<file path="src/logic/md5_defines.svh">
`ifndef MD5_DEFINES_SVH
`define MD5_DEFINES_SVH

// Datapath word width
`define MD5_WORD_BITS 32

// One step per pipeline stage
`define MD5_STEPS 64

// Longest guess that still fits one padded block with room for the marker
`define MD5_MAX_GUESS 15

// Initial chaining values, as in RFC 1321
`define MD5_IV_A 32'h67452301
`define MD5_IV_B 32'hefcdab89
`define MD5_IV_C 32'h98badcfe
`define MD5_IV_D 32'h10325476

`endif
</file>
<file path="src/logic/md5Pkg.sv">
`include "md5_defines.svh"

package md5Pkg;

	typedef logic [`MD5_WORD_BITS-1:0] md5Word;

	// First message byte sits in the top 8 bits
	typedef logic [127:0] md5Guess;

	// Guess length in bytes
	typedef logic [3:0] md5Len;

	// Running state, and also the digest
	typedef struct packed {
		md5Word a;
		md5Word b;
		md5Word c;
		md5Word d;
	} md5State;

	// Only the words that can be nonzero for short guesses
	typedef struct packed {
		md5Word w0;
		md5Word w1;
		md5Word w2;
		md5Word w3;
		md5Word w14;
	} md5Msg;

	// Payload between pipeline stages
	typedef struct packed {
		logic valid;
		md5State state;
		md5Msg msg;
	} md5Item;

	// floor(abs(sin(i+1)) * 2^32)
	localparam md5Word sineTable [0:63] = '{
		32'hd76aa478, 32'he8c7b756, 32'h242070db, 32'hc1bdceee,
		32'hf57c0faf, 32'h4787c62a, 32'ha8304613, 32'hfd469501,
		32'h698098d8, 32'h8b44f7af, 32'hffff5bb1, 32'h895cd7be,
		32'h6b901122, 32'hfd987193, 32'ha679438e, 32'h49b40821,
		32'hf61e2562, 32'hc040b340, 32'h265e5a51, 32'he9b6c7aa,
		32'hd62f105d, 32'h02441453, 32'hd8a1e681, 32'he7d3fbc8,
		32'h21e1cde6, 32'hc33707d6, 32'hf4d50d87, 32'h455a14ed,
		32'ha9e3e905, 32'hfcefa3f8, 32'h676f02d9, 32'h8d2a4c8a,
		32'hfffa3942, 32'h8771f681, 32'h6d9d6122, 32'hfde5380c,
		32'ha4beea44, 32'h4bdecfa9, 32'hf6bb4b60, 32'hbebfbc70,
		32'h289b7ec6, 32'heaa127fa, 32'hd4ef3085, 32'h04881d05,
		32'hd9d4d039, 32'he6db99e5, 32'h1fa27cf8, 32'hc4ac5665,
		32'hf4292244, 32'h432aff97, 32'hab9423a7, 32'hfc93a039,
		32'h655b59c3, 32'h8f0ccc92, 32'hffeff47d, 32'h85845dd1,
		32'h6fa87e4f, 32'hfe2ce6e0, 32'ha3014314, 32'h4e0811a1,
		32'hf7537e82, 32'hbd3af235, 32'h2ad7d2bb, 32'heb86d391
	};

	// Four shifts per round, repeating every four steps
	localparam int unsigned shiftTable [0:15] = '{
		7, 12, 17, 22,
		5, 9, 14, 20,
		4, 11, 16, 23,
		6, 10, 15, 21
	};

	function automatic md5Word md5StepConst(input int unsigned step);
		return sineTable[step];
	endfunction

	function automatic int unsigned md5StepShift(input int unsigned step);
		int unsigned round;
		int unsigned pos;
		round = step / 16;
		pos = step % 4;
		return shiftTable[4 * round + pos];
	endfunction

	// Message word index used by a step
	function automatic int unsigned md5StepWord(input int unsigned step);
		int unsigned i;
		int unsigned idx;
		i = step % 16;
		case (step / 16)
			0: idx = i;
			1: idx = (5 * i + 1) % 16;
			2: idx = (3 * i + 5) % 16;
			default: idx = (7 * i) % 16;
		endcase
		return idx;
	endfunction

endpackage

</file>
<file path="src/logic/md5Finalize.sv">
`timescale 1ns/1ns
`include "md5_defines.svh"

module md5Finalize import md5Pkg::*; (
	input logic clk,
	input logic rstN,
	input md5Item last,
	output logic outValid,
	output md5State digest
);

	md5State sumState;

	// Add back the chaining values of the single block
	always_comb begin
		sumState.a = last.state.a + `MD5_IV_A;
		sumState.b = last.state.b + `MD5_IV_B;
		sumState.c = last.state.c + `MD5_IV_C;
		sumState.d = last.state.d + `MD5_IV_D;
	end

	always_ff @(posedge clk or negedge rstN) begin
		if (!rstN) begin
			outValid <= 1'b0;
		end else begin
			outValid <= last.valid;
		end
	end

	always_ff @(posedge clk) begin
		digest <= sumState;
	end

endmodule

</file>
<file path="config.mk">
export PLATFORM = sky130hd
export DESIGN_NAME = md5Finalize
export DESIGN_NICKNAME = d
export VERILOG_FILES = /design/src/logic/md5Pkg.sv /design/src/logic/md5Finalize.sv
export VERILOG_INCLUDE_DIRS = /design/src /design/src/logic
export SDC_FILE = /design/constraint.sdc
export NUM_CORES = 1
export LEC_CHECK = 0
export BUFFER_PORTS_ARGS = -buffer_cell sky130_fd_sc_hd__buf_2
export CORE_AREA = 3 3 161 163
export CTS_CLUSTER_DIAMETER = 100
export DETAILED_ROUTE_END_ITERATION = 16
export DIE_AREA = 0 0 164 166
export PLACE_DENSITY = 0.6
export SLEW_MARGIN = 15
export SYNTH_ARGS = -nofsm -noshare
export SYNTH_HDL_FRONTEND = slang
export SYNTH_SLANG_ARGS = --single-unit
</file>
<file path="constraint.sdc">
create_clock -name clk -period 0.8 [get_ports clk]
set_input_delay 0.04 -clock clk [delete_from_list [all_inputs] [get_ports clk]]
set_output_delay 0.04 -clock clk [all_outputs]
set_load 0.03 [all_outputs]
</file>
== Word level (Yosys, flattened, before mapping) ==
Cells that the tools add are included.

* Flip-flop bits (word level): 129
* Input port bits: 291

* Add/sub/neg operators: 4

{| class="wikitable"
|+ Operators by type and width
! kind !! count
|-
| $add 32x32->32 const B || 2
|-
| $add 32x29->32 const B || 1
|-
| $add 32x31->32 const B || 1
|}

== Depth between registers and ports, before layout ==
* Word-level depth: 1
* Depth in mapped cells: 7
* Gate-level depth less buffers: 7

== Worst setup path after synthesis ==
No wires, ideal clock.

* Path kind: input to register
* Start: in last[247] (netlist name)
* End: reg digest[95] (netlist name)
* Setup time: 0.118 ns
* Arrival time: 1.375 ns
* Slack: -0.693 ns
* Cell stages on the path: 6
* Cells stage by stage: or3_1 > buf_2 > or4_4 > a22oi_4 > nand3_2 > xnor2_1

{| class="wikitable"
|+ RTL lines
! what !! RTL line !! source
|-
| start, declared || md5Finalize.sv:7 || <nowiki>input md5Item last,</nowiki>
|-
| end signal, assigned || md5Finalize.sv:31 || <nowiki>digest <= sumState;</nowiki>
|-
| end, declared || md5Finalize.sv:9 || <nowiki>output md5State digest</nowiki>
|}

==> results.toml <==
[status]
status = "finished with violations"
violations = "negative hold slack, negative setup slack"

[synthesis]
synth-edff-count = 0
synthCells = 574
synth_fp_nets = 869
synth_flop_cell = "dfxtp_1"
synthAdderAreaFrac_pct = 0.918
syn_area_per_cell_sq_um = 9.50
ys_ff_latch = 129
ys_seq_area_share_pct = 47.4
synth-xor-area-share_pct = 16.7
synthArstFlopShare_pct = 0.775
synthMuxAreaShare_pct = 0.367
synth_top_family_by_area = "XOR/XNOR gates"
synth_compound_area_share_pct = 16.6
post_synth_instance_area_sq_um = 5450
yosysWarnings = 0
ys_types = 64
synth-simple-area-share_pct = 15.7

[power_and_ir_drop]
p_leak_uw = 0.00564
max-vdd-ir-drop_mv = 1.18
powerDensity_nw_per_um2 = 1690

[route]
totalWireLength_um = 23900
met3_length_um = 1740
vias = 6620
wl_met2_um = 12700
via_per_inst = 4.40
top_layer_used = "met5"
wl_met1_um = 9140
wire_per_inst_um = 15.9
firstDrtPassIters = 4
remaining_drc_errors = 0
drtIter0Drc = 242
detail-route-antenna-nets = 0

[critical_path]
path_delay_family = "simple AND/OR/NAND/NOR gates"
crit_buf_inv = 1
cp_max_fo = 3
start_kind = "input pin"
end_kind = "flop"
cp.arrival_ns = 1.41
cp.required_ns = 1.09
path_cells = "buf_8 > or3_4 > or4_4 > a22oi_4 > nand3_2 > xnor2_1"
cp_slowest_cell = "or4_4"
path_class = "input pin to flop"
slowest_delay_ns = 0.47

[grt]
grt-ovfl-total = 0
antenna_found_initial = 3
grtUsageTotal_pct = 16.5
grt_pass1_wl_um = 36200
grt_pass1_vias = 7106
grt_max_degree = 17

[cts]
clkTransAtPathRegs_ns = 0.06
htreeDepth = 4
cts_sinks = 129
cts_buffer_depth = 2
cts-root-buf = "clkbuf_16"
cts-buffers-inserted = 17
cts_tree = "built"

[floorplanning]
die_h_um = 166
initial_utilization_pct = 22.3
coreArea_sq_um = 24500
rows = 57
die-area_sq_um = 27200
die_w_um = 164
ios = 420

[sta]
final_hold_viol_count = 3
finalCriticalPeriod_ns = 1.12
slew_viol_final = 0
setup_violations = 193
setup_ws_ns = -0.316
holdWs_ns = -0.0288
rsz0062_at_grt = "yes"
tightestPinTransition_ns = 0.406
fmax_ghz = 0.896
timing.setup.tns_ns = -18.54
fin_crit_sh_pct = 140
relSlewSlack_pct = 72.9

[cells_and_area]
final_cell_mix = "buf_6 (187), buf_4 (176), dfxtp_2 (127)"
area_growth_pct = 139
drive_above_1_share_pct = 65.3
layout_commonest_cell = "buf_6"
nets = 1462

[hold_path]
hold_path_class = "input pin to flop"

[placed_design]
place.detailed.hpwl_um = 15700
port_buffers = 259
gp_congestion = 0.815

[job]
maxCapViolations = 0
[sequential cells by signal (all words and copies together), names as in the netlist]
register / cells
digest: 128
outValid: 1
[final cells by class]
type / instances / area [sq um]
clock inverters: 5 / 52.6
clock buffers: 25 / 505
well taps: 324 / 405
diodes: 1 / 2.50
flip-flops and latches: 129 / 2750
multi-input cells: 413 / 3820
inverters: 19 / 91.3
fillers: 2029 / 11400
repair buffers: 587 / 5400
[path summary, 6_finish.rpt]
check	startpoint	end	slack (ns)	cells after the start
setup / recovery	last[247]	digest[95]	-0.32	6
hold / removal	last[232]	digest[73]	-0.03	4
max in group asynchronous	rstN	outValid	0.24	3
min in group asynchronous	rstN	outValid	0.46	3
[power breakdown]
group          leakage [uW]  internal, uW  switching [uW]
registers           0.00109          7240             343
clock network      0.000275          4650            2930
logic               0.00427          3500            3350
total               0.00564         15400            6620
[cell usage after synthesis, types with 2 or more instances]
cell | count | share of area [%]
buf_2 | 3 | 0.28
a211o_1 | 2 | 0.32
o31a_1 | 3 | 0.48
nand3b_1 | 2 | 0.28
o31ai_1 | 9 | 1.2
a41oi_1 | 4 | 0.64
o2111ai_1 | 2 | 0.32
a311oi_1 | 2 | 0.32
and4_1 | 2 | 0.32
inv_1 | 19 | 1.3
nor4b_1 | 3 | 0.48
a21oi_1 | 33 | 3.0
mux2i_1 | 2 | 0.37
and2_1 | 5 | 0.57
nor2_1 | 37 | 2.5
nor2b_1 | 3 | 0.34
nand4_1 | 5 | 0.57
a21boi_0 | 4 | 0.55
o21bai_1 | 3 | 0.41
nor4_1 | 2 | 0.23
o21a_1 | 2 | 0.28
or3_1 | 6 | 0.69
xnor2_1 | 63 | 10
xor2_1 | 41 | 6.6
clkbuf_1 | 9 | 0.62
nand3_1 | 21 | 1.9
dfxtp_1 | 128 | 47
a311o_1 | 2 | 0.37
nand2b_1 | 5 | 0.57
o21ai_0 | 31 | 2.8
ha_1 | 4 | 0.92
o211ai_1 | 7 | 0.96
a31oi_1 | 9 | 1.0
nor3_1 | 16 | 1.5
nand2_1 | 42 | 2.9
or4_1 | 3 | 0.41
a21o_1 | 7 | 0.96
a31o_2 | 2 | 0.32
and3_1 | 6 | 0.69
[worst min-delay path, delay by kind of cell]
family	cells	cell delay, ns
buffers and inverters	2	0.17
AOI/OAI and AO/OA	2	0.13
[timing repair]
item,4_1_cts,5_1_grt
setup endpoints to repair,202,207
buffers inserted,25,15
gates resized for setup,530,102
hold endpoints to repair,115,5
pin swaps,82,72
hold buffers,118,3
[cells by family after synthesis]
family | after synthesis
adder cells (fa/ha/maj) | 4
flip-flops | 129
AND/OR/NAND/NOR | 167
AO/OA/AOI/OAI | 136
multiplexers | 2
buffers and inverters | 32
XOR/XNOR | 104
[metal layers]
| layer | vias up | track usage [%] |
|---|---|---|
| met3 | 34 | 5.39 |
| met1 | 3147 | 18.0 |
| met4 | 4 | 4.23 |
| met5 | - | 0 |
| li1 | 3215 | - |
| met2 | 220 | 30.3 |
[through the flow]
stage / cell area, sq um / worst slack, ns / total power, uW / utilization [%] / std cells
after floorplan: 6020 / -0.668 / 10000 / - / 574
after global placement: 8910 / -0.714 / 12200 / 36.4 / 1321
after detailed placement: 8910 / -0.746 / 12200 / 36.4 / 1321
after CTS: 12500 / -0.278 / 21900 / 50.9 / 1490
after global routing: 13000 / -0.319 / 23000 / 53.3 / 1503
final: 13000 / -0.316 / 22000 / 53.3 / 1503
No activity file was read; power rests on OpenSTA's default activity.
