## config.mk

```make
export PLATFORM = sky130hd
export DESIGN_NAME = md5MessagePad
export DESIGN_NICKNAME = d
export VERILOG_FILES = /design/src/logic/md5Pkg.sv /design/src/logic/md5MessagePad.sv
export VERILOG_INCLUDE_DIRS = /design/src /design/src/logic
export SDC_FILE = /design/constraint.sdc
export NUM_CORES = 1
export LEC_CHECK = 0
export BUFFER_PORTS_ARGS = -buffer_cell sky130_fd_sc_hd__buf_2
export CAP_MARGIN = 20
export CORE_AREA = 2 2 166 168
export CTS_CLUSTER_SIZE = 12
export DETAILED_ROUTE_END_ITERATION = 16
export DIE_AREA = 0 0 168 170
export PLACE_DENSITY = 0.55
export REMOVE_ABC_BUFFERS = 1
export SKIP_CTS_REPAIR_TIMING = 1
export SLEW_MARGIN = 20
export SYNTH_ARGS = -nofsm -noshare
export SYNTH_HDL_FRONTEND = slang
export SYNTH_SLANG_ARGS = --single-unit
```

## constraint.sdc

```tcl
create_clock -name clk -period 0.8 [get_ports clk]
set_input_delay 0.16 -clock clk [delete_from_list [all_inputs] [get_ports clk]]
set_output_delay 0.16 -clock clk [all_outputs]
set_load 0.05 [all_outputs]
```

## src/logic/md5_defines.svh

```systemverilog
`ifndef MD5_DEFINES_SVH
`define MD5_DEFINES_SVH

// Datapath word width
`define MD5_WORD_BITS 32

// One step per pipeline stage
`define MD5_STEPS 64

// Longest guess that still fits one padded block with room for the marker
`define MD5_MAX_GUESS 15

// Initial chaining values, as in RFC 1321
`define MD5_IV_A 32'h67452301
`define MD5_IV_B 32'hefcdab89
`define MD5_IV_C 32'h98badcfe
`define MD5_IV_D 32'h10325476

`endif
```

## src/logic/md5Pkg.sv

```systemverilog
`include "md5_defines.svh"

package md5Pkg;

	typedef logic [`MD5_WORD_BITS-1:0] md5Word;

	// First message byte sits in the top 8 bits
	typedef logic [127:0] md5Guess;

	// Guess length in bytes
	typedef logic [3:0] md5Len;

	// Running state, and also the digest
	typedef struct packed {
		md5Word a;
		md5Word b;
		md5Word c;
		md5Word d;
	} md5State;

	// Only the words that can be nonzero for short guesses
	typedef struct packed {
		md5Word w0;
		md5Word w1;
		md5Word w2;
		md5Word w3;
		md5Word w14;
	} md5Msg;

	// Payload between pipeline stages
	typedef struct packed {
		logic valid;
		md5State state;
		md5Msg msg;
	} md5Item;

	// floor(abs(sin(i+1)) * 2^32)
	localparam md5Word sineTable [0:63] = '{
		32'hd76aa478, 32'he8c7b756, 32'h242070db, 32'hc1bdceee,
		32'hf57c0faf, 32'h4787c62a, 32'ha8304613, 32'hfd469501,
		32'h698098d8, 32'h8b44f7af, 32'hffff5bb1, 32'h895cd7be,
		32'h6b901122, 32'hfd987193, 32'ha679438e, 32'h49b40821,
		32'hf61e2562, 32'hc040b340, 32'h265e5a51, 32'he9b6c7aa,
		32'hd62f105d, 32'h02441453, 32'hd8a1e681, 32'he7d3fbc8,
		32'h21e1cde6, 32'hc33707d6, 32'hf4d50d87, 32'h455a14ed,
		32'ha9e3e905, 32'hfcefa3f8, 32'h676f02d9, 32'h8d2a4c8a,
		32'hfffa3942, 32'h8771f681, 32'h6d9d6122, 32'hfde5380c,
		32'ha4beea44, 32'h4bdecfa9, 32'hf6bb4b60, 32'hbebfbc70,
		32'h289b7ec6, 32'heaa127fa, 32'hd4ef3085, 32'h04881d05,
		32'hd9d4d039, 32'he6db99e5, 32'h1fa27cf8, 32'hc4ac5665,
		32'hf4292244, 32'h432aff97, 32'hab9423a7, 32'hfc93a039,
		32'h655b59c3, 32'h8f0ccc92, 32'hffeff47d, 32'h85845dd1,
		32'h6fa87e4f, 32'hfe2ce6e0, 32'ha3014314, 32'h4e0811a1,
		32'hf7537e82, 32'hbd3af235, 32'h2ad7d2bb, 32'heb86d391
	};

	// Four shifts per round, repeating every four steps
	localparam int unsigned shiftTable [0:15] = '{
		7, 12, 17, 22,
		5, 9, 14, 20,
		4, 11, 16, 23,
		6, 10, 15, 21
	};

	function automatic md5Word md5StepConst(input int unsigned step);
		return sineTable[step];
	endfunction

	function automatic int unsigned md5StepShift(input int unsigned step);
		int unsigned round;
		int unsigned pos;
		round = step / 16;
		pos = step % 4;
		return shiftTable[4 * round + pos];
	endfunction

	// Message word index used by a step
	function automatic int unsigned md5StepWord(input int unsigned step);
		int unsigned i;
		int unsigned idx;
		i = step % 16;
		case (step / 16)
			0: idx = i;
			1: idx = (5 * i + 1) % 16;
			2: idx = (3 * i + 5) % 16;
			default: idx = (7 * i) % 16;
		endcase
		return idx;
	endfunction

endpackage

```

## src/logic/md5MessagePad.sv

```systemverilog
`timescale 1ns/1ns
`include "md5_defines.svh"

module md5MessagePad import md5Pkg::*; (
	input logic clk,
	input logic rstN,
	input logic inValid,
	input md5Guess guess,
	input md5Len guessLen,
	output md5Item item
);

	localparam int numBytes = `MD5_MAX_GUESS + 1;

	// Every block starts from the chaining values
	localparam md5State ivState = '{a: `MD5_IV_A, b: `MD5_IV_B, c: `MD5_IV_C, d: `MD5_IV_D};

	logic [7:0] msgBytes [0:numBytes-1];
	md5Msg padded;
	logic validQ;
	md5Msg msgQ;

	// Guess bytes below the length, the marker at the length, zero after
	always_comb begin
		for (int i = 0; i < numBytes; i++) begin
			if (i < guessLen) begin
				msgBytes[i] = guess[$bits(md5Guess) - 1 - 8 * i -: 8];
			end else if (i == guessLen) begin
				msgBytes[i] = 8'h80;
			end else begin
				msgBytes[i] = 8'h00;
			end
		end
	end

	// Words are little endian, so the first byte lands in the low bits
	always_comb begin
		padded.w0 = {msgBytes[3], msgBytes[2], msgBytes[1], msgBytes[0]};
		padded.w1 = {msgBytes[7], msgBytes[6], msgBytes[5], msgBytes[4]};
		padded.w2 = {msgBytes[11], msgBytes[10], msgBytes[9], msgBytes[8]};
		padded.w3 = {msgBytes[15], msgBytes[14], msgBytes[13], msgBytes[12]};
		// Length in bits
		padded.w14 = md5Word'({guessLen, 3'b000});
	end

	always_ff @(posedge clk or negedge rstN) begin
		if (!rstN) begin
			validQ <= 1'b0;
		end else begin
			validQ <= inValid;
		end
	end

	always_ff @(posedge clk) begin
		msgQ <= padded;
	end

	assign item = '{valid: validQ, state: ivState, msg: msgQ};

endmodule

```

# Word level (Yosys, flattened, before mapping)

Cells that the tools add are included.

Bits in registers: 133

Equality and inequality tests: 15
Muxes and demuxes: 31
Magnitude comparators: 15
Reduce and logical (&&, ||, !) cells: 1

Operator list:

| operator             | count |
|---|---|
| $mux W8              | 31 |
| $eq A4 B4 Y1 const A | 8 |
| $lt A4 B4 Y1 const A | 7 |
| $eq A3 B4 Y1 const A | 4 |
| $lt A3 B4 Y1 const A | 4 |
| $eq A2 B4 Y1 const A | 2 |
| $lt A1 B4 Y1 const A | 2 |
| $lt A2 B4 Y1 const A | 2 |
| $eq A1 B4 Y1 const A | 1 |
| $logic_not A4 Y1     | 1 |

# Longest topological paths before layout

Word-level depth: 3
Gate-level depth with buffers: 5

# Least setup slack after synthesis

Ideal clock, no wire load.

Path type: input to register
From: input guessLen[3]
To: register msgQ, in the netlist item[143]
Setup slack: -302 ps
Setup time: 121 ps
Buffers on the path: 1
Data arrival time: 981 ps
Stages on the path: 3
Cell sequence: buf_4 > nor3_4 > mux2_2

RTL lines:

| item                   | RTL line            | text |
|---|---|---|
| start: declaration     | md5MessagePad.sv:9  | `input md5Len guessLen,` |
| end signal: assignment | md5MessagePad.sv:55 | `msgQ <= padded;` |
| end: declaration       | md5MessagePad.sv:21 | `md5Msg msgQ;` |

# Final worst setup path

From: register validQ
To: output item[288] (netlist bit)

RTL lines:

| item                     | RTL line            | text |
|---|---|---|
| start: declaration       | md5MessagePad.sv:20 | `logic validQ;` |
| start signal: assignment | md5MessagePad.sv:50 | `validQ <= inValid;` |
| end: declaration         | md5MessagePad.sv:10 | `output md5Item item` |

No word-level cell between the ends.

==> results.sh <==
export IMPL_netlist_cell_type_count=39
export IMPL_core_area_um2=26700
export IMPL_endpoint_kind="primary output"
export IMPL_start_util_pct=18.4
export IMPL_cp_required_ns=0.64
export IMPL_power_density_nw_per_um2=2240
export IMPL_antenna_found_initial=3
export IMPL_multi_input_area_um2=1630
export IMPL_drive_gt1_share_pct=52.2
export IMPL_startpoint_type="register"
export IMPL_fp_dieW_um=168
export IMPL_vdd_drop_max_mv=1.28
export IMPL_synth_top_area_share_pct=51.1
export IMPL_violations="negative hold slack, negative setup slack"
export IMPL_final_antenna_net_count=0
export IMPL_grt_pass1_wl_mm=19.5
export IMPL_syn_area_per_cell_um2=10.6
export IMPL_postRouteWirelength_mm=16.7
export IMPL_ys_ff_latch=126
export IMPL_io_buffers=252
export IMPL_clk_pin_slew_ns=0.06
export IMPL_maxSlewViolCount=0
export IMPL_syn2layout_area_growth_pct=87.5
export IMPL_ff_latch_area_um2=2680
export IMPL_status="finished, violations left"
export IMPL_place_ws_ns=-0.393
export IMPL_htree_levels=4
export IMPL_yosys_warnings=0
export IMPL_min_period_ns=1.11
export IMPL_grt_overflow_total=0
export IMPL_rows=60
export IMPL_critPathMaxFanout=1
export IMPL_cts_buffers=17
export IMPL_drt_first_pass_iters=4
export IMPL_cts_tree="yes"
export IMPL_cpMaxStageDelayCell="dfrtp_1"
export IMPL_synth_cell_area_um2=4900
export IMPL_switchingPower_mw=6.86
export IMPL_crit_chain="buf_6"
export IMPL_max_cap_viol_count=0
export IMPL_hold_viol_final=5
export IMPL_root_buffer="clkbuf_16"
export IMPL_hold_class="input port to register"
export IMPL_dieArea_um2=28600
export IMPL_synth_cells=462
export IMPL_pwr_share_seq_pct=33.6
export IMPL_clockBufferDepth=2
export IMPL_p_clk_share_pct=40.6
export IMPL_rsz0062_at_grt="yes"
export IMPL_post_dp_hpwl_mm=11.7
export IMPL_finish_utilization_pct=34.5
export IMPL_max_clock_freq_mhz=905
export IMPL_grt_usage_pct=9.48
export IMPL_synth_ff_type="dfxtp_1"
export IMPL_setup_slack_ns=-0.305
export IMPL_gp_congestion=0.745
export IMPL_p_comb_share_pct=25.8
export IMPL_finalSetupViolCount=126
export IMPL_fill_cells=2555
export IMPL_critical_path_max_stage_delay_ns=0.38
export IMPL_wl_per_cell_um=13.7
export IMPL_grt_pass1_vias=3174
export IMPL_ios=424
export IMPL_yosysTopAreaCell="dfxtp_1"
export IMPL_critPathKind="register to primary output"
export IMPL_synth_enable_flop_cells=0
export IMPL_synth_area_top_cells="dfxtp_1, buf_4, nor2b_1"
export IMPL_intPower_mw=13.7
export IMPL_die_y_um=170
export IMPL_nets=996
export IMPL_numClockSinks=126
export IMPL_grt_max_degree=17
export IMPL_whs_ns=-0.0312
export IMPL_route_detailed_drc=0
export IMPL_drt_iter0_markers=120
export IMPL_cellLeakagePower_nw=4.37
export IMPL_crit_arrival_ns=0.95
export IMPL_cpLargestDelayFamily="flip-flops"
export IMPL_post_route_period_util_pct=138
export IMPL_switching_share_pct=33.4
export IMPL_via_count=4084
export IMPL_async_flop_share_pct=0.794
export IMPL_ys_seq_area_share_pct=51.6
export IMPL_avgViaCountPerCell=3.36
export IMPL_crit_buf_inv=1
cells in the final DEF, fill, tap and decap left out, types with 3 or more instances in the layout:
| cell type | n |
|---|---|
| conb_1 | 163 |
| buf_2 | 125 |
| dfxtp_2 | 125 |
| dlygate4sd3_1 | 110 |
| buf_8 | 67 |
| buf_6 | 56 |
| nor2b_1 | 42 |
| and2_1 | 36 |
| buf_4 | 29 |
| clkbuf_16 | 17 |
| and3_1 | 15 |
| buf_12 | 10 |
| a21boi_0 | 8 |
| nor3b_1 | 7 |
| nand2_1 | 5 |
| inv_6 | 5 |
| nor2_1 | 4 |
| o21a_1 | 4 |
| bufinv_16 | 4 |
| inv_1 | 3 |
| a21oi_1 | 3 |
| o21ai_0 | 3 |
| clkinvlp_4 | 3 |
cells by family after synthesis:
group / share of synthesized area (%)
buf+inv: 27.4
other cells: 0.153
flops: 51.6
simple gates: 15.8
compound gates: 4.78
mux: 0.230
flip-flops by register name (all words and copies together), names as in the netlist:
signal  flops
validQ      1
item      125
power by group through the flow:
stage / Combinational, mW / Sequential, mW / Clock (mW)
6_report: 5.29 / 6.90 / 8.35
3_5_place_dp: 4.27 / 6.84 / 0
3_3_place_gp: 4.26 / 6.84 / 0
5_1_grt: 5.49 / 6.93 / 8.87
4_1_cts: 4.28 / 6.70 / 8.64
2_1_floorplan: 1.95 / 8.08 / 0
routing by layer:
layer | global-route usage, % | vias up | share of wire (%)
met1 | 9.24 | 1891 | 35
met2 | 16.5 | 244 | 53
met5 | 0 | - | 0.078
met3 | 5.81 | 15 | 10
met4 | 3.29 | 2 | 1.7
li1 | - | 1932 | -
cell usage after synthesis (all sizes together) (3+ instances only):
cell type  instances
o21ai              4
nor3b              7
buf              176
nor2b             42
and3              15
clkbuf             3
nor2               4
dfxtp            125
a21boi             8
a21oi              5
inv                3
and2              36
nand2              5
nor3               3
o21a               4
area by class of cell:
type / instances / share of cell area (%)
Multi-Input combinational cell: 315 / 17.8
Inverter: 3 / 0.123
Timing Repair Buffer: 398 / 41.3
Clock buffer: 17 / 4.63
Clock inverter: 15 / 2.28
Sequential cell: 126 / 29.2
Tap cell: 341 / 4.65
Antenna cell: 2 / 0.0545
path summary, 6_finish.rpt:
kind / endpoint / cells after the start / startpoint / slack (ns)
max: item[288] / 1 / validQ$_DFF_PN0_ / -0.31
min in group asynchronous: validQ$_DFF_PN0_ / 2 / rstN / 0.07
max in group asynchronous: validQ$_DFF_PN0_ / 2 / rstN / 0.64
min: item[135]$_DFF_P_ / 2 / guess[127] / -0.03
metrics by stage:
step / total power, mW / instance area, um2 / setup TNS (ns) / hold WS, ns / std cells
6_report: 20.5 / 9180 / -30.54 / -0.0312 / 1217
3_5_place_dp: 11.1 / 6260 / -31.46 / -0.0638 / 1073
5_1_grt: 21.3 / 9180 / -35.42 / -0.0488 / 1216
3_3_place_gp: 11.1 / 6260 / -29.91 / -0.0659 / 1073
2_1_floorplan: 10.0 / 4170 / -0.126 / -0.136 / 444
4_1_cts: 19.6 / 6900 / -45.39 / -0.512 / 1105
(Power assumes the default switching activity.)
