===== config.mk =====
export PLATFORM = sky130hd
export DESIGN_NAME = md5Step
export DESIGN_NICKNAME = d
export VERILOG_FILES = /design/src/logic/md5Pkg.sv /design/src/logic/md5Step.sv
export VERILOG_INCLUDE_DIRS = /design/src /design/src/logic
export SDC_FILE = /design/constraint.sdc
export NUM_CORES = 1
export LEC_CHECK = 0
export ABC_AREA = 1
export BUFFER_PORTS_ARGS = -buffer_cell sky130_fd_sc_hd__buf_2
export CAP_MARGIN = 30
export CORE_AREA = 10 10 220 222
export CTS_BUF_LIST = sky130_fd_sc_hd__clkbuf_8
export CTS_CLUSTER_SIZE = 10
export DETAILED_ROUTE_END_ITERATION = 12
export DIE_AREA = 0 0 230 232
export PLACE_DENSITY = 0.55
export SLEW_MARGIN = 20
export SYNTH_ARGS = -nofsm -noshare
export SYNTH_HDL_FRONTEND = slang
export SYNTH_SLANG_ARGS = --single-unit

===== constraint.sdc =====
create_clock -name clk -period 0.9 [get_ports clk]
set_input_delay 0.135 -clock clk [delete_from_list [all_inputs] [get_ports clk]]
set_output_delay 0.135 -clock clk [all_outputs]
set_load 0.01 [all_outputs]

===== src/logic/md5_defines.svh =====
`ifndef MD5_DEFINES_SVH
`define MD5_DEFINES_SVH

// Datapath word width
`define MD5_WORD_BITS 32

// One step per pipeline stage
`define MD5_STEPS 64

// Longest guess that still fits one padded block with room for the marker
`define MD5_MAX_GUESS 15

// Initial chaining values, as in RFC 1321
`define MD5_IV_A 32'h67452301
`define MD5_IV_B 32'hefcdab89
`define MD5_IV_C 32'h98badcfe
`define MD5_IV_D 32'h10325476

`endif

===== src/logic/md5Pkg.sv =====
`include "md5_defines.svh"

package md5Pkg;

	typedef logic [`MD5_WORD_BITS-1:0] md5Word;

	// First message byte sits in the top 8 bits
	typedef logic [127:0] md5Guess;

	// Guess length in bytes
	typedef logic [3:0] md5Len;

	// Running state, and also the digest
	typedef struct packed {
		md5Word a;
		md5Word b;
		md5Word c;
		md5Word d;
	} md5State;

	// Only the words that can be nonzero for short guesses
	typedef struct packed {
		md5Word w0;
		md5Word w1;
		md5Word w2;
		md5Word w3;
		md5Word w14;
	} md5Msg;

	// Payload between pipeline stages
	typedef struct packed {
		logic valid;
		md5State state;
		md5Msg msg;
	} md5Item;

	// floor(abs(sin(i+1)) * 2^32)
	localparam md5Word sineTable [0:63] = '{
		32'hd76aa478, 32'he8c7b756, 32'h242070db, 32'hc1bdceee,
		32'hf57c0faf, 32'h4787c62a, 32'ha8304613, 32'hfd469501,
		32'h698098d8, 32'h8b44f7af, 32'hffff5bb1, 32'h895cd7be,
		32'h6b901122, 32'hfd987193, 32'ha679438e, 32'h49b40821,
		32'hf61e2562, 32'hc040b340, 32'h265e5a51, 32'he9b6c7aa,
		32'hd62f105d, 32'h02441453, 32'hd8a1e681, 32'he7d3fbc8,
		32'h21e1cde6, 32'hc33707d6, 32'hf4d50d87, 32'h455a14ed,
		32'ha9e3e905, 32'hfcefa3f8, 32'h676f02d9, 32'h8d2a4c8a,
		32'hfffa3942, 32'h8771f681, 32'h6d9d6122, 32'hfde5380c,
		32'ha4beea44, 32'h4bdecfa9, 32'hf6bb4b60, 32'hbebfbc70,
		32'h289b7ec6, 32'heaa127fa, 32'hd4ef3085, 32'h04881d05,
		32'hd9d4d039, 32'he6db99e5, 32'h1fa27cf8, 32'hc4ac5665,
		32'hf4292244, 32'h432aff97, 32'hab9423a7, 32'hfc93a039,
		32'h655b59c3, 32'h8f0ccc92, 32'hffeff47d, 32'h85845dd1,
		32'h6fa87e4f, 32'hfe2ce6e0, 32'ha3014314, 32'h4e0811a1,
		32'hf7537e82, 32'hbd3af235, 32'h2ad7d2bb, 32'heb86d391
	};

	// Four shifts per round, repeating every four steps
	localparam int unsigned shiftTable [0:15] = '{
		7, 12, 17, 22,
		5, 9, 14, 20,
		4, 11, 16, 23,
		6, 10, 15, 21
	};

	function automatic md5Word md5StepConst(input int unsigned step);
		return sineTable[step];
	endfunction

	function automatic int unsigned md5StepShift(input int unsigned step);
		int unsigned round;
		int unsigned pos;
		round = step / 16;
		pos = step % 4;
		return shiftTable[4 * round + pos];
	endfunction

	// Message word index used by a step
	function automatic int unsigned md5StepWord(input int unsigned step);
		int unsigned i;
		int unsigned idx;
		i = step % 16;
		case (step / 16)
			0: idx = i;
			1: idx = (5 * i + 1) % 16;
			2: idx = (3 * i + 5) % 16;
			default: idx = (7 * i) % 16;
		endcase
		return idx;
	endfunction

endpackage


===== src/logic/md5Step.sv =====
`timescale 1ns/1ns

module md5Step import md5Pkg::*; #(
	parameter int stepIdx = 0
) (
	input logic clk,
	input logic rstN,
	input md5Item prev,
	output md5Item next
);

	localparam int unsigned round = stepIdx / 16;
	localparam int unsigned wordIdx = md5StepWord(stepIdx);
	localparam int unsigned rotAmt = md5StepShift(stepIdx);
	localparam md5Word sineConst = md5StepConst(stepIdx);

	md5Word funcVal;
	md5Word msgWord;
	md5Word sum;
	md5Word rotated;
	md5Word newB;
	logic validQ;
	md5State stateQ;
	md5Msg msgQ;

	// Round boolean function
	always_comb begin
		case (round)
			0: funcVal = (prev.state.b & prev.state.c) | (~prev.state.b & prev.state.d);
			1: funcVal = (prev.state.b & prev.state.d) | (prev.state.c & ~prev.state.d);
			2: funcVal = prev.state.b ^ prev.state.c ^ prev.state.d;
			default: funcVal = prev.state.c ^ (prev.state.b | ~prev.state.d);
		endcase
	end

	// Words 4 to 13 and 15 are always zero for short guesses
	always_comb begin
		case (wordIdx)
			0: msgWord = prev.msg.w0;
			1: msgWord = prev.msg.w1;
			2: msgWord = prev.msg.w2;
			3: msgWord = prev.msg.w3;
			14: msgWord = prev.msg.w14;
			default: msgWord = '0;
		endcase
	end

	assign sum = prev.state.a + funcVal + msgWord + sineConst;
	assign rotated = (sum << rotAmt) | (sum >> ($bits(md5Word) - rotAmt));
	assign newB = prev.state.b + rotated;

	always_ff @(posedge clk or negedge rstN) begin
		if (!rstN) begin
			validQ <= 1'b0;
		end else begin
			validQ <= prev.valid;
		end
	end

	// State rotates one word per step
	always_ff @(posedge clk) begin
		stateQ <= '{a: prev.state.d, b: newB, c: prev.state.b, d: prev.state.c};
		msgQ <= prev.msg;
	end

	assign next = '{valid: validQ, state: stateQ, msg: msgQ};

endmodule


**After elaboration in Yosys (flattened, before gate mapping)**

Cells that the tools add are included.

- Word-level logic and storage cells: 19
- Register bits: 289

- Add/sub/neg operators: 4
- Bitwise gates (word level): 5

Operators by type and width:

| kind | count |
|---|---|
| $add 32x32->32 | 3 |
| $and 32x32->32 | 2 |
| $add 32x32->32 const B | 1 |
| $not 32->32 | 1 |
| $or 32x32->32 | 1 |
| $or 32x7->32 | 1 |

**Logic depth before layout (Yosys ltp)**

Gate-level depths: netlist (run 1).

- Word-level depth: 8
- Mapped depth: 28

**Least setup slack after synthesis (run 1)**

OpenSTA, ideal clock, no wires.

- Path kind: input port to flip-flop
- Start point: in prev[225] (netlist bit)
- End point: reg stateQ, in the netlist next[254]
- Setup time: 112 ps
- Path slack: -2701 ps
- Stages on the path: 25
- Arrival time: 3489 ps
- Buffers on the path: 0
- Path through: mux2_2 fa_1 ha_1 ha_1 inv_1 fa_1 inv_1 nand2_1 nand3_2 nand2_1 nand2_2 nand3_2 nand4_1 nand2_1 fa_1 nand3_1 nand2_1 nand2_1 nand2_1 nand3_1 nand2_1 nand2_1 nand2_1 nand2_1 nand2_1

- Cells in the longest elaborated chain, start to end: 8

RTL lines:

| element | RTL line | source |
|---|---|---|
| start, declared | md5Step.sv:8 | `input md5Item prev,` |
| $not 32->32 | md5Step.sv:29 | `0: funcVal = (prev.state.b & prev.state.c) \| (~prev.state.b & prev.state.d);` |
| $and 32x32->32 | md5Step.sv:29 |  |
| $or 32x32->32 | md5Step.sv:29 |  |
| $add 32x32->32 (3 in a row) | md5Step.sv:48 | `assign sum = prev.state.a + funcVal + msgWord + sineConst;` |
| $or 32x7->32 | md5Step.sv:49 | `assign rotated = (sum << rotAmt) \| (sum >> ($bits(md5Word) - rotAmt));` |
| $add 32x32->32 (*) | md5Step.sv:50 | `assign newB = prev.state.b + rotated;` |
| named net newB[30] | md5Step.sv:21 | `md5Word newB;` |
| end signal, assigned | md5Step.sv:62 | `stateQ <= '{a: prev.state.d, b: newB, c: prev.state.b, d: prev.state.c};` |
| end, declared | md5Step.sv:23 | `md5State stateQ;` |

Mark *: on every way through the listed nets, which the timed path passes. The rest lies on a longest branch.

**Worst setup path in the final report (run 1)**

- Start point: in prev[232] (netlist bit)
- End point: reg stateQ, in the netlist next[233]

Same word-level chain as after synthesis.

==> results of run 1 <==
state kept, by name (all words and copies together) (netlist names):
register	count
next	288
validQ	1
final cells by class:
cell class | count | share of cell area [%]
Inverter | 238 | 3.713
Sequential cell | 289 | 25.02
Antenna cell | 24 | 0.2482
Clock buffer | 65 | 3.698
Multi-Input combinational cell | 751 | 28.24
Tap cell | 592 | 3.062
Clock inverter | 32 | 1.262
Timing Repair Buffer | 1043 | 34.76
worst max path at each step:
stage                 to  slack [ns]  cells past startpoint
5_1_grt        next[241]       -2.38                     27
4_1_cts        next[250]       -2.17                     24
6_report       next[233]       -2.23                     25
3_5_place_dp   next[250]       -3.23                     26
3_3_place_gp   next[233]       -3.21                     22
2_1_floorplan  next[250]       -2.43                     25
through the flow:
step | hold WS [ns] | power (mW)
floorplan | -0.1606 | 29.08
global placement | -0.08917 | 40.81
detailed placement | -0.08718 | 40.89
CTS | 0.03356 | 61.50
global route | 0.06948 | 69.60
finish | 0.09154 | 65.36
power groups by stage:
stage | Combinational (mW) | Clock (mW) | Sequential (mW)
final | 35.8 | 14.1 | 15.4
after global routing | 39.0 | 15.1 | 15.5
after CTS | 31.9 | 14.3 | 15.2
after detailed placement | 25.8 | 0 | 15.1
after global placement | 25.7 | 0 | 15.1
after floorplan | 13.4 | 0 | 15.7
routing by layer:
metal  vias up  track usage, %  routed length, microns
li1       6187               -                       -
met4         2           12.31                    3113
met5         -               0                      17
met3       149           5.998                    4058
met2       494           40.99                   33560
met1      6013           19.44                   20410
placed cells by master (no fill, tap or decap), types with 11 or more instances in the layout:
master / n
nand2_2: 65
fa_2: 15
nand3_2: 14
inv_1: 226
nand2_4: 31
nand2_1: 212
dfxtp_1: 84
inv_2: 24
a21oi_4: 19
nor2_1: 42
ha_1: 36
dfxtp_2: 201
a21oi_2: 27
xor2_1: 21
buf_4: 191
buf_2: 368
ha_4: 51
clkbuf_8: 65
diode_2: 24
buf_6: 223
fa_1: 18
nor2_4: 11
nor2_2: 25
nand3_1: 23
dlygate4sd3_1: 259
a21oi_1: 16
logic make-up after synthesis:
family	after synthesis	share of synthesized area, %
simple gates	457	16.18
flops	289	50.06
buf+inv	239	7.788
fa+ha+maj	123	15.45
compound gates	104	4.987
xor+xnor	36	2.726
mux	31	2.812
what timing repair did:
| action | 4_1_cts | 5_1_grt |
|---|---|---|
| endpoints found under the setup margin | 321 | 321 |
| buffers inserted | 18 | 13 |
| pin swaps | 82 | 76 |
| endpoints found under the hold margin | 260 | 0 |
| gates cloned | 0 | 0 |
| resized for setup | 493 | 372 |
| hold buffers | 259 | 0 |
worst max-delay path: stages:
cell      delay (ns)
buf_2           0.12
mux2i_2         0.24
fa_1            0.45
inv_1           0.07
ha_1            0.25
ha_4            0.31
nand2_2         0.09
nor2_4          0.13
buf_6           0.11
nand3_2         0.06
nand3b_1        0.16
nand2_1         0.10
nand3_1         0.08
nand2_1         0.06
nand2_2         0.12
ha_4            0.24
a21oi_4         0.15
nand2_4         0.08
buf_6           0.12
nand2_4         0.05
nand2_4         0.07
nand2_4         0.07
nand2_4         0.07
buf_6           0.12
xor2_2          0.15
==> impl.org, run 1 <==
** Status
- Run status :: finished with violations
- The final reports fail on setup timing.

** Logic synthesis
- The synthesized design spends more area on one cell type than any other, namely dfxtp_1.
- Counting flops with a built-in enable in the synthesized netlist gives 0.
- The average instance in the mapped netlist occupies around 9 sq um.
- The cell count after synthesis came out at about 1300.
- Most frequent cell after synthesis :: nand2_1
- Counting instances in the post-synthesis netlist gives the leading cell types as nand2_1, dfxtp_1, inv_1, ha_1, nor2_1.
- Area share of the largest cell type after synthesis :: around half
- In the post-synthesis netlist, the biggest area contributors are dfxtp_1, nand2_1, ha_1.
- The Yosys step of the flow raised 0 warnings.
- Cell Area, Synth :: roughly 12000 sq um
- Async set-or-reset flop fraction in the synthesized netlist :: less than 1%
- Net count after synthesis :: approximately 1700
- The number of different library cells used by synthesis comes to 33.
- For this run, the register share of the synthesized area comes to 50.06%.
- Register bit count reported by yosys :: about 290
- For this run, the leading register cell type out of synthesis is dfxtp_1.

** CTS
- The tree is rooted in a clkbuf_8.
- The clock passes through at most 3 buffers.
- The clock net in this run drives a total of 289 sinks.
- TritonCTS built the clock tree.
- Clock-pin slew was measured on the worst setup and hold paths at about 0.060 ns.
- Number of H-tree levels :: 2
- Clock tree synthesis inserted a total of 52 buffers.

** Power
- Dividing total power by cell area gives a power density of ~2700 nW/um^2.
- Of the total power, registers draw around a quarter.
- The analysis attributes to cell leakage a power of around 12 nW.
- The clock network is responsible for 21.6% of the overall power.
- Net load switching power :: approximately 25 mW
- Part of the total power dissipated in combinational logic :: between 50% and 60%
- Sw Share :: between 30% and 40%
- Internal power comes to roughly 40 mW.
- Peak ir drop on the vdd network :: between 1 and 1.5 mV

** Layout
- Layout area overhead :: 109.2%
- Once layout is complete, the utilization of the core stands at 55.07%.
- Once layout is complete, the cells apart from fillers number a little over 3000.
- Across the whole layout, storage elements account for between 6000 and 7000 sq um.
- Summing all non-filler instances in the final layout gives an area of about 24000 sq um.
- Fraction of layout instances using a drive strength above 1 :: between 50% and 60%
- Counting the fill cells in the layout gives roughly 3800.
- Net count reported at finish :: 2789
- The multi-input combinational cells in the finished layout cover a total of roughly 7000 sq um.

** Place
- Input and output buffers added on the ports amount to 579.
- Instance area after placement :: between 15000 and 20000 sq um
- Once placement completed, the tool counted placed cells totaling around 2600.
- Sum of net half-perimeters after detailed placement :: ~47000 microns
- Before CTS, the worst setup slack after placement is -3.225 ns.
- Weighted congestion at the end of routability-driven global placement :: about 0.9

** Setup path
- STA puts the critical path data arrival time at about 3.6 ns.
- Crit. Startpoint :: prev[232]
- Of all nets on the critical path, the largest fanout is 4.
- At the worst endpoint, the required time is between 1 and 1.5 ns.
- Critical path endpoint category :: flip-flop
- Kind of start point of the critical path :: input pin
- The setup path with the least slack is of type in -> reg.

** Worst hold path
- The worst hold path begins at prev[226].
- End of the worst hold path :: next[226]
- Number of cells on the worst hold path :: 5
- In this run the worst hold path is classified as in -> reg.

** Job
- The tool flagged a number of max-cap violations equal to 0.

** Die
- In this run the count of I/O pins placed on the die edge is a little under 600.
- Die H :: roughly 230 microns
- In this run the horizontal extent of the chip is around 230 microns.
- Floorplan core area :: approximately 44000 sq um
- Once the floorplan was initialized, standard cells occupied 26.33% of the core.
- Number of placement rows :: just under 80
- The die covers 53360 sq um.

** Drt
- The count of nets left with antenna violations once routing finished came out at 0.
- Via count of the routed design :: ~13000
- Final wirelength :: about 60000 microns
- After detailed routing, the number of remaining DRC violations is 0.
- Vias per cell :: approximately 4.2
- Initial drt markers :: ~360
- Number of iterations in the first detailed-routing pass :: 5
- Mean routed wirelength per cell :: 20.16 microns

** Global routing
- The initial antenna violation count was 40.
- Largest net degree at the start of global routing :: 16
- Via count of the first global-routing pass :: about 14000
- GRT Util Overall :: between 20% and 30%
- The first global-routing pass estimated 84690 microns of wire.
- For this run the aggregate overflow at the end of global routing stands at 0.

** Timing
- Final setup margin :: -2.226 ns
- In the finished design, the share of the clock period the worst path needs comes to 347.3%.
- At the pin with the least slew margin, the transition time is 0.4436 ns.
- Worst slew margin :: roughly 70%
- Setup repair after global routing missed its margin :: yes
- For the finished layout, the period the worst path requires is roughly 3.1 ns.
- In the final timing run, aggregate negative setup slack is -153.07 ns.
- Derived from the worst setup path, the maximum achievable clock frequency is 319.9 MHz.
- Final number of setup-violating endpoints :: between 300 and 400
- Final Hold Viols :: 0
- The final-report max-slew violation count is 0.
No activity file was read; power rests on OpenSTA's default activity.
==> inputs of run 2 (changes only) <==
Settings changed: CELL_PAD_IN_SITES_DETAIL_PLACEMENT set to 0, CELL_PAD_IN_SITES_GLOBAL_PLACEMENT set to 1, CORE_AREA 10 10 220 222 to 10 10 219 221, DIE_AREA 0 0 230 232 to 0 0 229 231, PLACE_DENSITY 0.55 to 0.71.
==> impl.org, run 2 (same netlist as run 1, synthesis figures left out) <==
** Layout
- The most common library cell in the layout ignoring fill and taps was buf_2 (unchanged).
- The post-route core utilization was 55.67% (was 55.07%).
- Net count reported at finish :: 2792 (was 2789)
- The number of flip-flops in the largest register was 288 (unchanged).
- Commonest cells after routing, fill and taps aside :: buf_2, dlygate4sd3_1, buf_6 (was buf_2, dlygate4sd3_1, inv_1)
- Fraction of layout instances using a drive strength above 1 :: 59.98% (was 58.73%)
- The number of inserted filler cells in the final layout is 3798 (was 3828).
- The growth of design area from synthesis to finish was 110.5% (was 109.2%).
- Footprint of the flip-flops and latches :: 6065 sq um (was 6053 sq um)
- The area occupied by multi-input gates was 6847 sq um (was 6832 sq um).

** Timing
- Final TNS setup :: -154.20 ns (was -153.07 ns)
- Worst slew margin :: 73.16% (was 70.22%)
- Setup repair after global routing missed its margin: yes (unchanged).
- The final-report max-slew violation count is 0 (unchanged).
- The smallest setup slack after layout was -2.274 ns (was -2.226 ns).
- The minimum period implied by the final worst setup slack came to 3.174 ns (was 3.126 ns).
- The final worst-path cycle share was 352.7% (was 347.3%).
- The peak clock frequency supported by timing is 315.1 MHz (was 319.9 MHz).
- The total count of hold-check failures in the final report is 0 (unchanged).
- Tightest Pin Transition :: 0.3984 ns (was 0.4436 ns)
- The total setup violations reported at the end of the flow is 321 (unchanged).
- The worst-case hold slack came to 0.1086 ns (was 0.09154 ns).

** Drt
- Number of iterations in the first detailed-routing pass :: 5 (unchanged)
- The via density per instance was 4.224 (was 4.234).
- Final wirelength :: 61330 microns (was 61170 microns)
- The post-detailed-route count of antenna-violating nets is 0 (unchanged).
- The mean routed wirelength per cell was 20.21 microns (was 20.16 microns).
- The total vias in the final route came to 12820 (was 12850).
- The DRC violation total after the first TritonRoute iteration is 431 (was 357).
- DRC violations left :: 0 (unchanged)

** Place
- The number of buffer cells added on primary ports came to 579 (unchanged).
- The placer's final routability congestion estimate was 0.8839 (was 0.8923).
- Pre-CTS setup slack :: -3.218 ns (was -3.225 ns)
- The placed wire-length estimate after detailed placement came to 46110 microns (was 46910 microns).

** Setup path
- Critical path endpoint category :: flip-flop (unchanged)
- Critical Path AT :: 3.71 ns (was 3.62 ns)
- Walking the worst path, the cells encountered are buf_2 -> mux2i_2 -> fa_2 -> inv_1 -> fa_1 -> ha_4 -> nand2_1 -> buf_4 -> nor2_4 -> nand2_1 -> nand2_1 -> nand2_1 -> nand3b_1 -> xor2_1 -> buf_4 -> ha_4 -> nand2_2 -> nor2_1 -> nor2_1 -> nand2_1 -> a21oi_2 -> nand2_1 -> nand2_1 -> nand2_2.
- The largest fanout on the critical path came to 5 (was 4).
- Cell type with the highest occurrence count on the critical path :: nand2_1 (was nand2_4)
- The timing startpoint of the critical path is prev[233] (was prev[232]).
- Type of the setup path with the least slack :: in -> reg (unchanged)
- The slowest library cell on the worst path is fa_1 (unchanged).
- CP Capture Point :: next[253] (was next[233])
- The required time of the worst setup path came to 1.44 ns (was 1.40 ns).
- Kind of start point of the critical path :: input pin (unchanged)
- The peak per-stage delay on the critical path was 0.46 ns (was 0.45 ns).

** Power
- Peak ir drop on the vdd network :: 1.325 mV (was 1.497 mV)
- The leakage power total is 11.94 nW (was 11.85 nW).
- The power per cell area was 2722 nW/um^2 (was 2701 nW/um^2).
- The overall power consumption is 66.29 mW (was 65.36 mW).

** Global routing
- Wire length of the first global-routing pass :: 84590 microns (was 84690 microns)
- Via count of the first global-routing pass :: 14140 (was 14000)
- The largest net degree at the start of global routing came to 17 (was 16).
- The initial antenna violation count was 32 (was 40).
- GRT Util Overall :: 21.10% (was 21.20%)
- The final global-route overflow total is 0 (unchanged).

** Job
- The number of violations of the max-capacitance limit came to 0 (unchanged).

** CTS
- The number of clock buffers inserted by TritonCTS is 50 (was 52).
- Clock slew at the register clock pins of the worst setup and hold paths :: 0.06 ns (about the same)
- Clk root buf :: clkbuf_8 (unchanged)
- TritonCTS clock tree :: done (unchanged)
- Number of sinks driven by the clock tree :: 289 (unchanged)
- The H-tree level count came to 2 (unchanged).
- Maximum clock path buffer count :: 3 (unchanged)

** Die
- Horizontal die dimension :: 229 microns (was 230 microns)
- The vertical extent of the die came to 231 microns (was 232 microns).
- The number of placement rows was 77 (unchanged).
- The total die area was 52900 sq um (was 53360 sq um).
- The starting utilization of the core area is 26.45% (was 26.33%).
- The floorplan core area is 43740 sq um (was 43930 sq um).
- Num ports :: 580 (unchanged)

** Status
- Run status: finished with violations (unchanged).
- Violated checks :: setup timing (unchanged)

** Worst hold path
- The type of the tightest min-delay check is in -> reg (unchanged).
[run 2: worst min-delay path by stage]
| stage | from | end | cells past startpoint |
|---|---|---|---|
| 6_report | prev[237] | next[237] | 5 |
| 5_1_grt | prev[230] | next[230] | 5 |
| 4_1_cts | prev[230] | next[230] | 5 |
| 3_5_place_dp | rstN | validQ | 1 |
| 3_3_place_gp | rstN | validQ | 1 |
| 2_1_floorplan | rstN | validQ | 0 |
[run 2: layout make-up]
class / count / area share (%)
clock inverter: 28 / 1.326
tap: 592 / 3.042
clock buffer: 65 / 3.674
inverter: 238 / 3.679
timing repair buffer: 1048 / 35.01
multi-input combinational: 751 / 28.12
sequential: 289 / 24.90
antenna: 24 / 0.2466
[run 2: repair_timing]
action / CTS / global route
gates resized for setup: 489 / 407
endpoints found under the hold margin: 261 / 0
endpoints found under the setup margin: 321 / 321
buffers inserted: 10 / 12
pin swaps: 107 / 76
hold buffers: 259 / 0
[run 2: per-layer routing]
metal	up-vias	routed length [microns]	track usage (%)
met2	481	33520	39.78
met4	2	3183	12.48
met3	150	3791	5.629
li1	6202	-	-
met1	5985	20820	20.31
met5	-	9	0
[run 2: critical path: cells and delay by family]
| kind | cells | cell delay, ns |
|---|---|---|
| buffers and inverters | 4 | 0.52 |
| adder cells (fa/ha/maj) | 4 | 1.32 |
| multiplexers | 1 | 0.16 |
| AND/OR/NAND/NOR | 13 | 1.24 |
| XOR/XNOR | 1 | 0.16 |
| AO/OA/AOI/OAI | 1 | 0.19 |
[run 2: where the power goes]
part / total (mW) / internal [mW] / switching, mW / leakage, nW
logic: 36.6 / 17.6 / 19.0 / 8.84
registers: 15.3 / 14.6 / 0.713 / 2.44
clock network: 14.4 / 8.34 / 6.08 / 0.660
[run 2: through the flow]
stage	std cells	cell area, sq um
after floorplan	1279	11840
after global placement	2640	16910
after detailed placement	2640	16910
after CTS	3001	22620
after global routing	3035	24350
final	3035	24350
==> inputs of run 3 (changes only) <==
Settings changed: CORE_AREA 10 10 219 221 to 10 10 216 218, CTS_BUF_LIST sky130_fd_sc_hd__clkbuf_8 to not set, DIE_AREA 0 0 229 231 to 0 0 226 228, MAX_ROUTING_LAYER set to met4, PLACE_DENSITY 0.71 to 0.73.
==> impl.org, run 3 (same netlist as run 1, synthesis figures left out) <==
** Power
- Part of the total power dissipated in combinational logic :: 55.9% (was 55.2%)
- Cell Pwr Density :: 2699 nW/um^2 (was 2722 nW/um^2)
- The internal power of the cells came to 39.71 mW (was 40.51 mW).
- The worst vdd rail ir drop is 1.395 mV (was 1.325 mV).
- Clock network fraction of total power :: 20.5% (was 21.8%)
- The net load switching power came to 24.91 mW (was 25.78 mW).
- Power share of the sequential group :: 23.6% (was 23.1%)
- The leakage power total was 11.80 nW (was 11.94 nW).
- The net switching fraction of the power came to 38.55% (was 38.89%).

** Setup path
- The buffering stage count on the worst path with inverters included came to 5 (was 4).
- The kind of launch point of the worst setup path is an input pin (unchanged).
- The slowest library cell on the worst path is fa_1 (unchanged).
- The required time of the worst setup path came to 1.33 ns (was 1.44 ns).
- The largest fanout on the critical path is 4 (was 5).
- Crit path cell chain: buf_8 -> mux2i_4 -> fa_2 -> inv_2 -> fa_1 -> ha_4 -> nand2_4 -> buf_6 -> nor4_4 -> nand3_2 -> nand4_1 -> nand2_4 -> ha_4 -> fa_2 -> nand3_2 -> nand2_4 -> nand2_4 -> nand2_4 -> buf_4 -> buf_4 -> xor2_1 (was buf_2 -> mux2i_2 -> fa_2 -> inv_1 -> fa_1 -> ha_4 -> nand2_1 -> buf_4 -> nor2_4 -> nand2_1 -> nand2_1 -> nand2_1 -> nand3b_1 -> xor2_1 -> buf_4 -> ha_4 -> nand2_2 -> nor2_1 -> nor2_1 -> nand2_1 -> a21oi_2 -> nand2_1 -> nand2_1 -> nand2_2).
- Type of the setup path with the least slack :: in -> reg (unchanged)
- Critical path endpoint category :: flip-flop (unchanged)
- Cell type with the highest occurrence count on the critical path :: nand2_4 (was nand2_1)
- Critical Path AT :: 3.73 ns (was 3.71 ns)
- The kind of cell with the highest combined delay on the critical path is adder cells (unchanged).
- The peak per-stage delay on the critical path is 0.45 ns (was 0.46 ns).

** Global routing
- The initial antenna violation count was 29 (was 32).
- Total grt overflow :: 0 (unchanged)
- GRT Util Overall :: 22.34% (was 21.10%)
- Largest net degree at the start of global routing :: 12 (was 17)
- Via count of the first global-routing pass :: 14000 (was 14140)
- The first-pass GRT wire length was 83700 microns (was 84590 microns).

** Status
- Run status :: finished with violations (unchanged)
- Violated checks: hold timing, setup timing (was setup timing).

** Drt
- Post-detailed-route count of antenna-violating nets :: 0 (unchanged)
- Final wirelength :: 59710 microns (was 61330 microns)
- The DRC violation total after the first TritonRoute iteration was 363 (was 431).
- Number of iterations in the first detailed-routing pass :: 4 (was 5)
- DRC violations left :: 0 (unchanged)
- Via count of the routed design :: 12650 (was 12820)
- Vias per cell :: 4.290 (was 4.224)
- The mean routed wirelength per cell was 20.25 microns (was 20.21 microns).

** Place
- Count of input and output buffers :: 579 (unchanged)
- Sum of net half-perimeters after detailed placement :: 46730 microns (was 46110 microns)
- The placer's final routability congestion estimate came to 0.9487 (was 0.8839).

** Timing
- Final critical path time including I/O delays and setup :: 3.301 ns (was 3.174 ns)
- The transition at the pin with the smallest max-transition slack was 0.5017 ns (was 0.3984 ns).
- Slew Viols, Final :: 0 (unchanged)
- The max-slew headroom at the worst pin was 66.31% (was 73.16%).
- The smallest setup slack after layout is -2.401 ns (was -2.274 ns).
- The worst-case hold slack is -0.1405 ns (was 0.1086 ns).
- Final number of setup-violating endpoints :: 321 (unchanged)
- Ratio of final minimum period to clock period :: 366.7% (was 352.7%)
- The peak clock frequency supported by timing came to 303.0 MHz (was 315.1 MHz).
- Setup repair after global routing missed its margin :: yes (unchanged)
- The total count of hold-check failures in the final report was 1 (was 0).
- Final TNS setup :: -128.64 ns (was -154.20 ns)

** Die
- Num ports :: 580 (unchanged)
- Horizontal die dimension :: 226 microns (was 229 microns)
- Floorplan core area :: 42510 sq um (was 43740 sq um)
- Die H :: 228 microns (was 231 microns)
- The starting utilization of the core area is 27.21% (was 26.45%).
- Die area :: 51530 sq um (was 52900 sq um)
- Number of placement rows :: 76 (was 77)

** CTS
- The number of hold buffers added after CTS was 258 (was 259).
- The count of clock tree sinks came to 289 (unchanged).
- Clock slew at the register clock pins of the worst setup and hold paths :: 0.06 ns (about the same)
- The buffer depth of the longest clock path is 3 (unchanged).
- The cell at the root of the clock tree is clkbuf_16 (was clkbuf_8).
- Number of H-tree levels :: 2 (unchanged)
- The clock tree from TritonCTS is done (unchanged).
- Clock buffers created by TritonCTS :: 37 (was 50)

** Job
- Total of max-cap violations :: 0 (unchanged)

** Layout
- Commonest cells after routing, fill and taps aside :: buf_2, dlygate4sd3_1, buf_6 (unchanged)
- The share of cells above drive strength 1 was 58.10% (was 59.98%).
- Net count reported at finish :: 2786 (was 2792)
- Layout area overhead :: 107.0% (was 110.5%)
- Filler Cells Inserted :: 3632 (was 3798)
- The number of flip-flops in the largest register is 288 (unchanged).
- Commonest non-fill, non-tap cell in the layout :: buf_2 (unchanged)

** Worst hold path
- Hold Crit Class :: in -> reg (unchanged)
-- run 3: worst paths after layout --
path,depth (start not counted),start,endpoint
hold / removal,2,prev[225],next[193]
min in group asynchronous,3,rstN,validQ
setup / recovery,21,prev[238],next[230]
max in group asynchronous,3,rstN,validQ
-- run 3: metal layers --
layer	wire length [microns]	share of wire [%]	global-route usage, %
met1	20070	34	20.12
met2	32700	55	42.91
met3	3772	6.3	5.517
met4	3170	5.3	9.880
met5	0	0	-
-- run 3: final cells by class --
type	count	area, sq um	share of cell area, %
Antenna cell	18	45.04	0.1881
Clock buffer	44	962.2	4.018
Inverter	238	895.9	3.741
Multi-Input combinational cell	751	6690	27.94
Sequential cell	289	6056	25.29
Tap cell	546	683.2	2.853
Clock inverter	7	77.57	0.3240
Timing Repair Buffer	1055	8534	35.64
-- run 3: power by group through the flow --
stage / clock network [mW] / logic, mW / registers, mW
finish: 13.3 / 36.1 / 15.3
global route: 14.1 / 39.3 / 15.4
CTS: 13.5 / 33.2 / 15.1
detailed placement: 0 / 26.4 / 15.0
global placement: 0 / 26.4 / 15.0
floorplan: 0 / 13.4 / 15.7
-- run 3: what timing repair did --
item	CTS	global route
setup buffers	17	9
setup endpoints to repair	321	321
gates resized for setup	526	330
endpoints found under the hold margin	259	1
pin swaps	80	92
-- run 3: metrics by stage --
stage	power, mW	cell area, sq um	cells	utilization, %	setup WS (ns)
global placement	41.41	16860	2595	39.66	-3.125
finish	64.62	23940	2948	56.33	-2.401
floorplan	29.08	11840	1279	-	-2.432
CTS	61.79	22560	2921	53.07	-2.269
global route	68.82	23940	2946	56.32	-2.544
detailed placement	41.44	16860	2595	39.66	-3.160
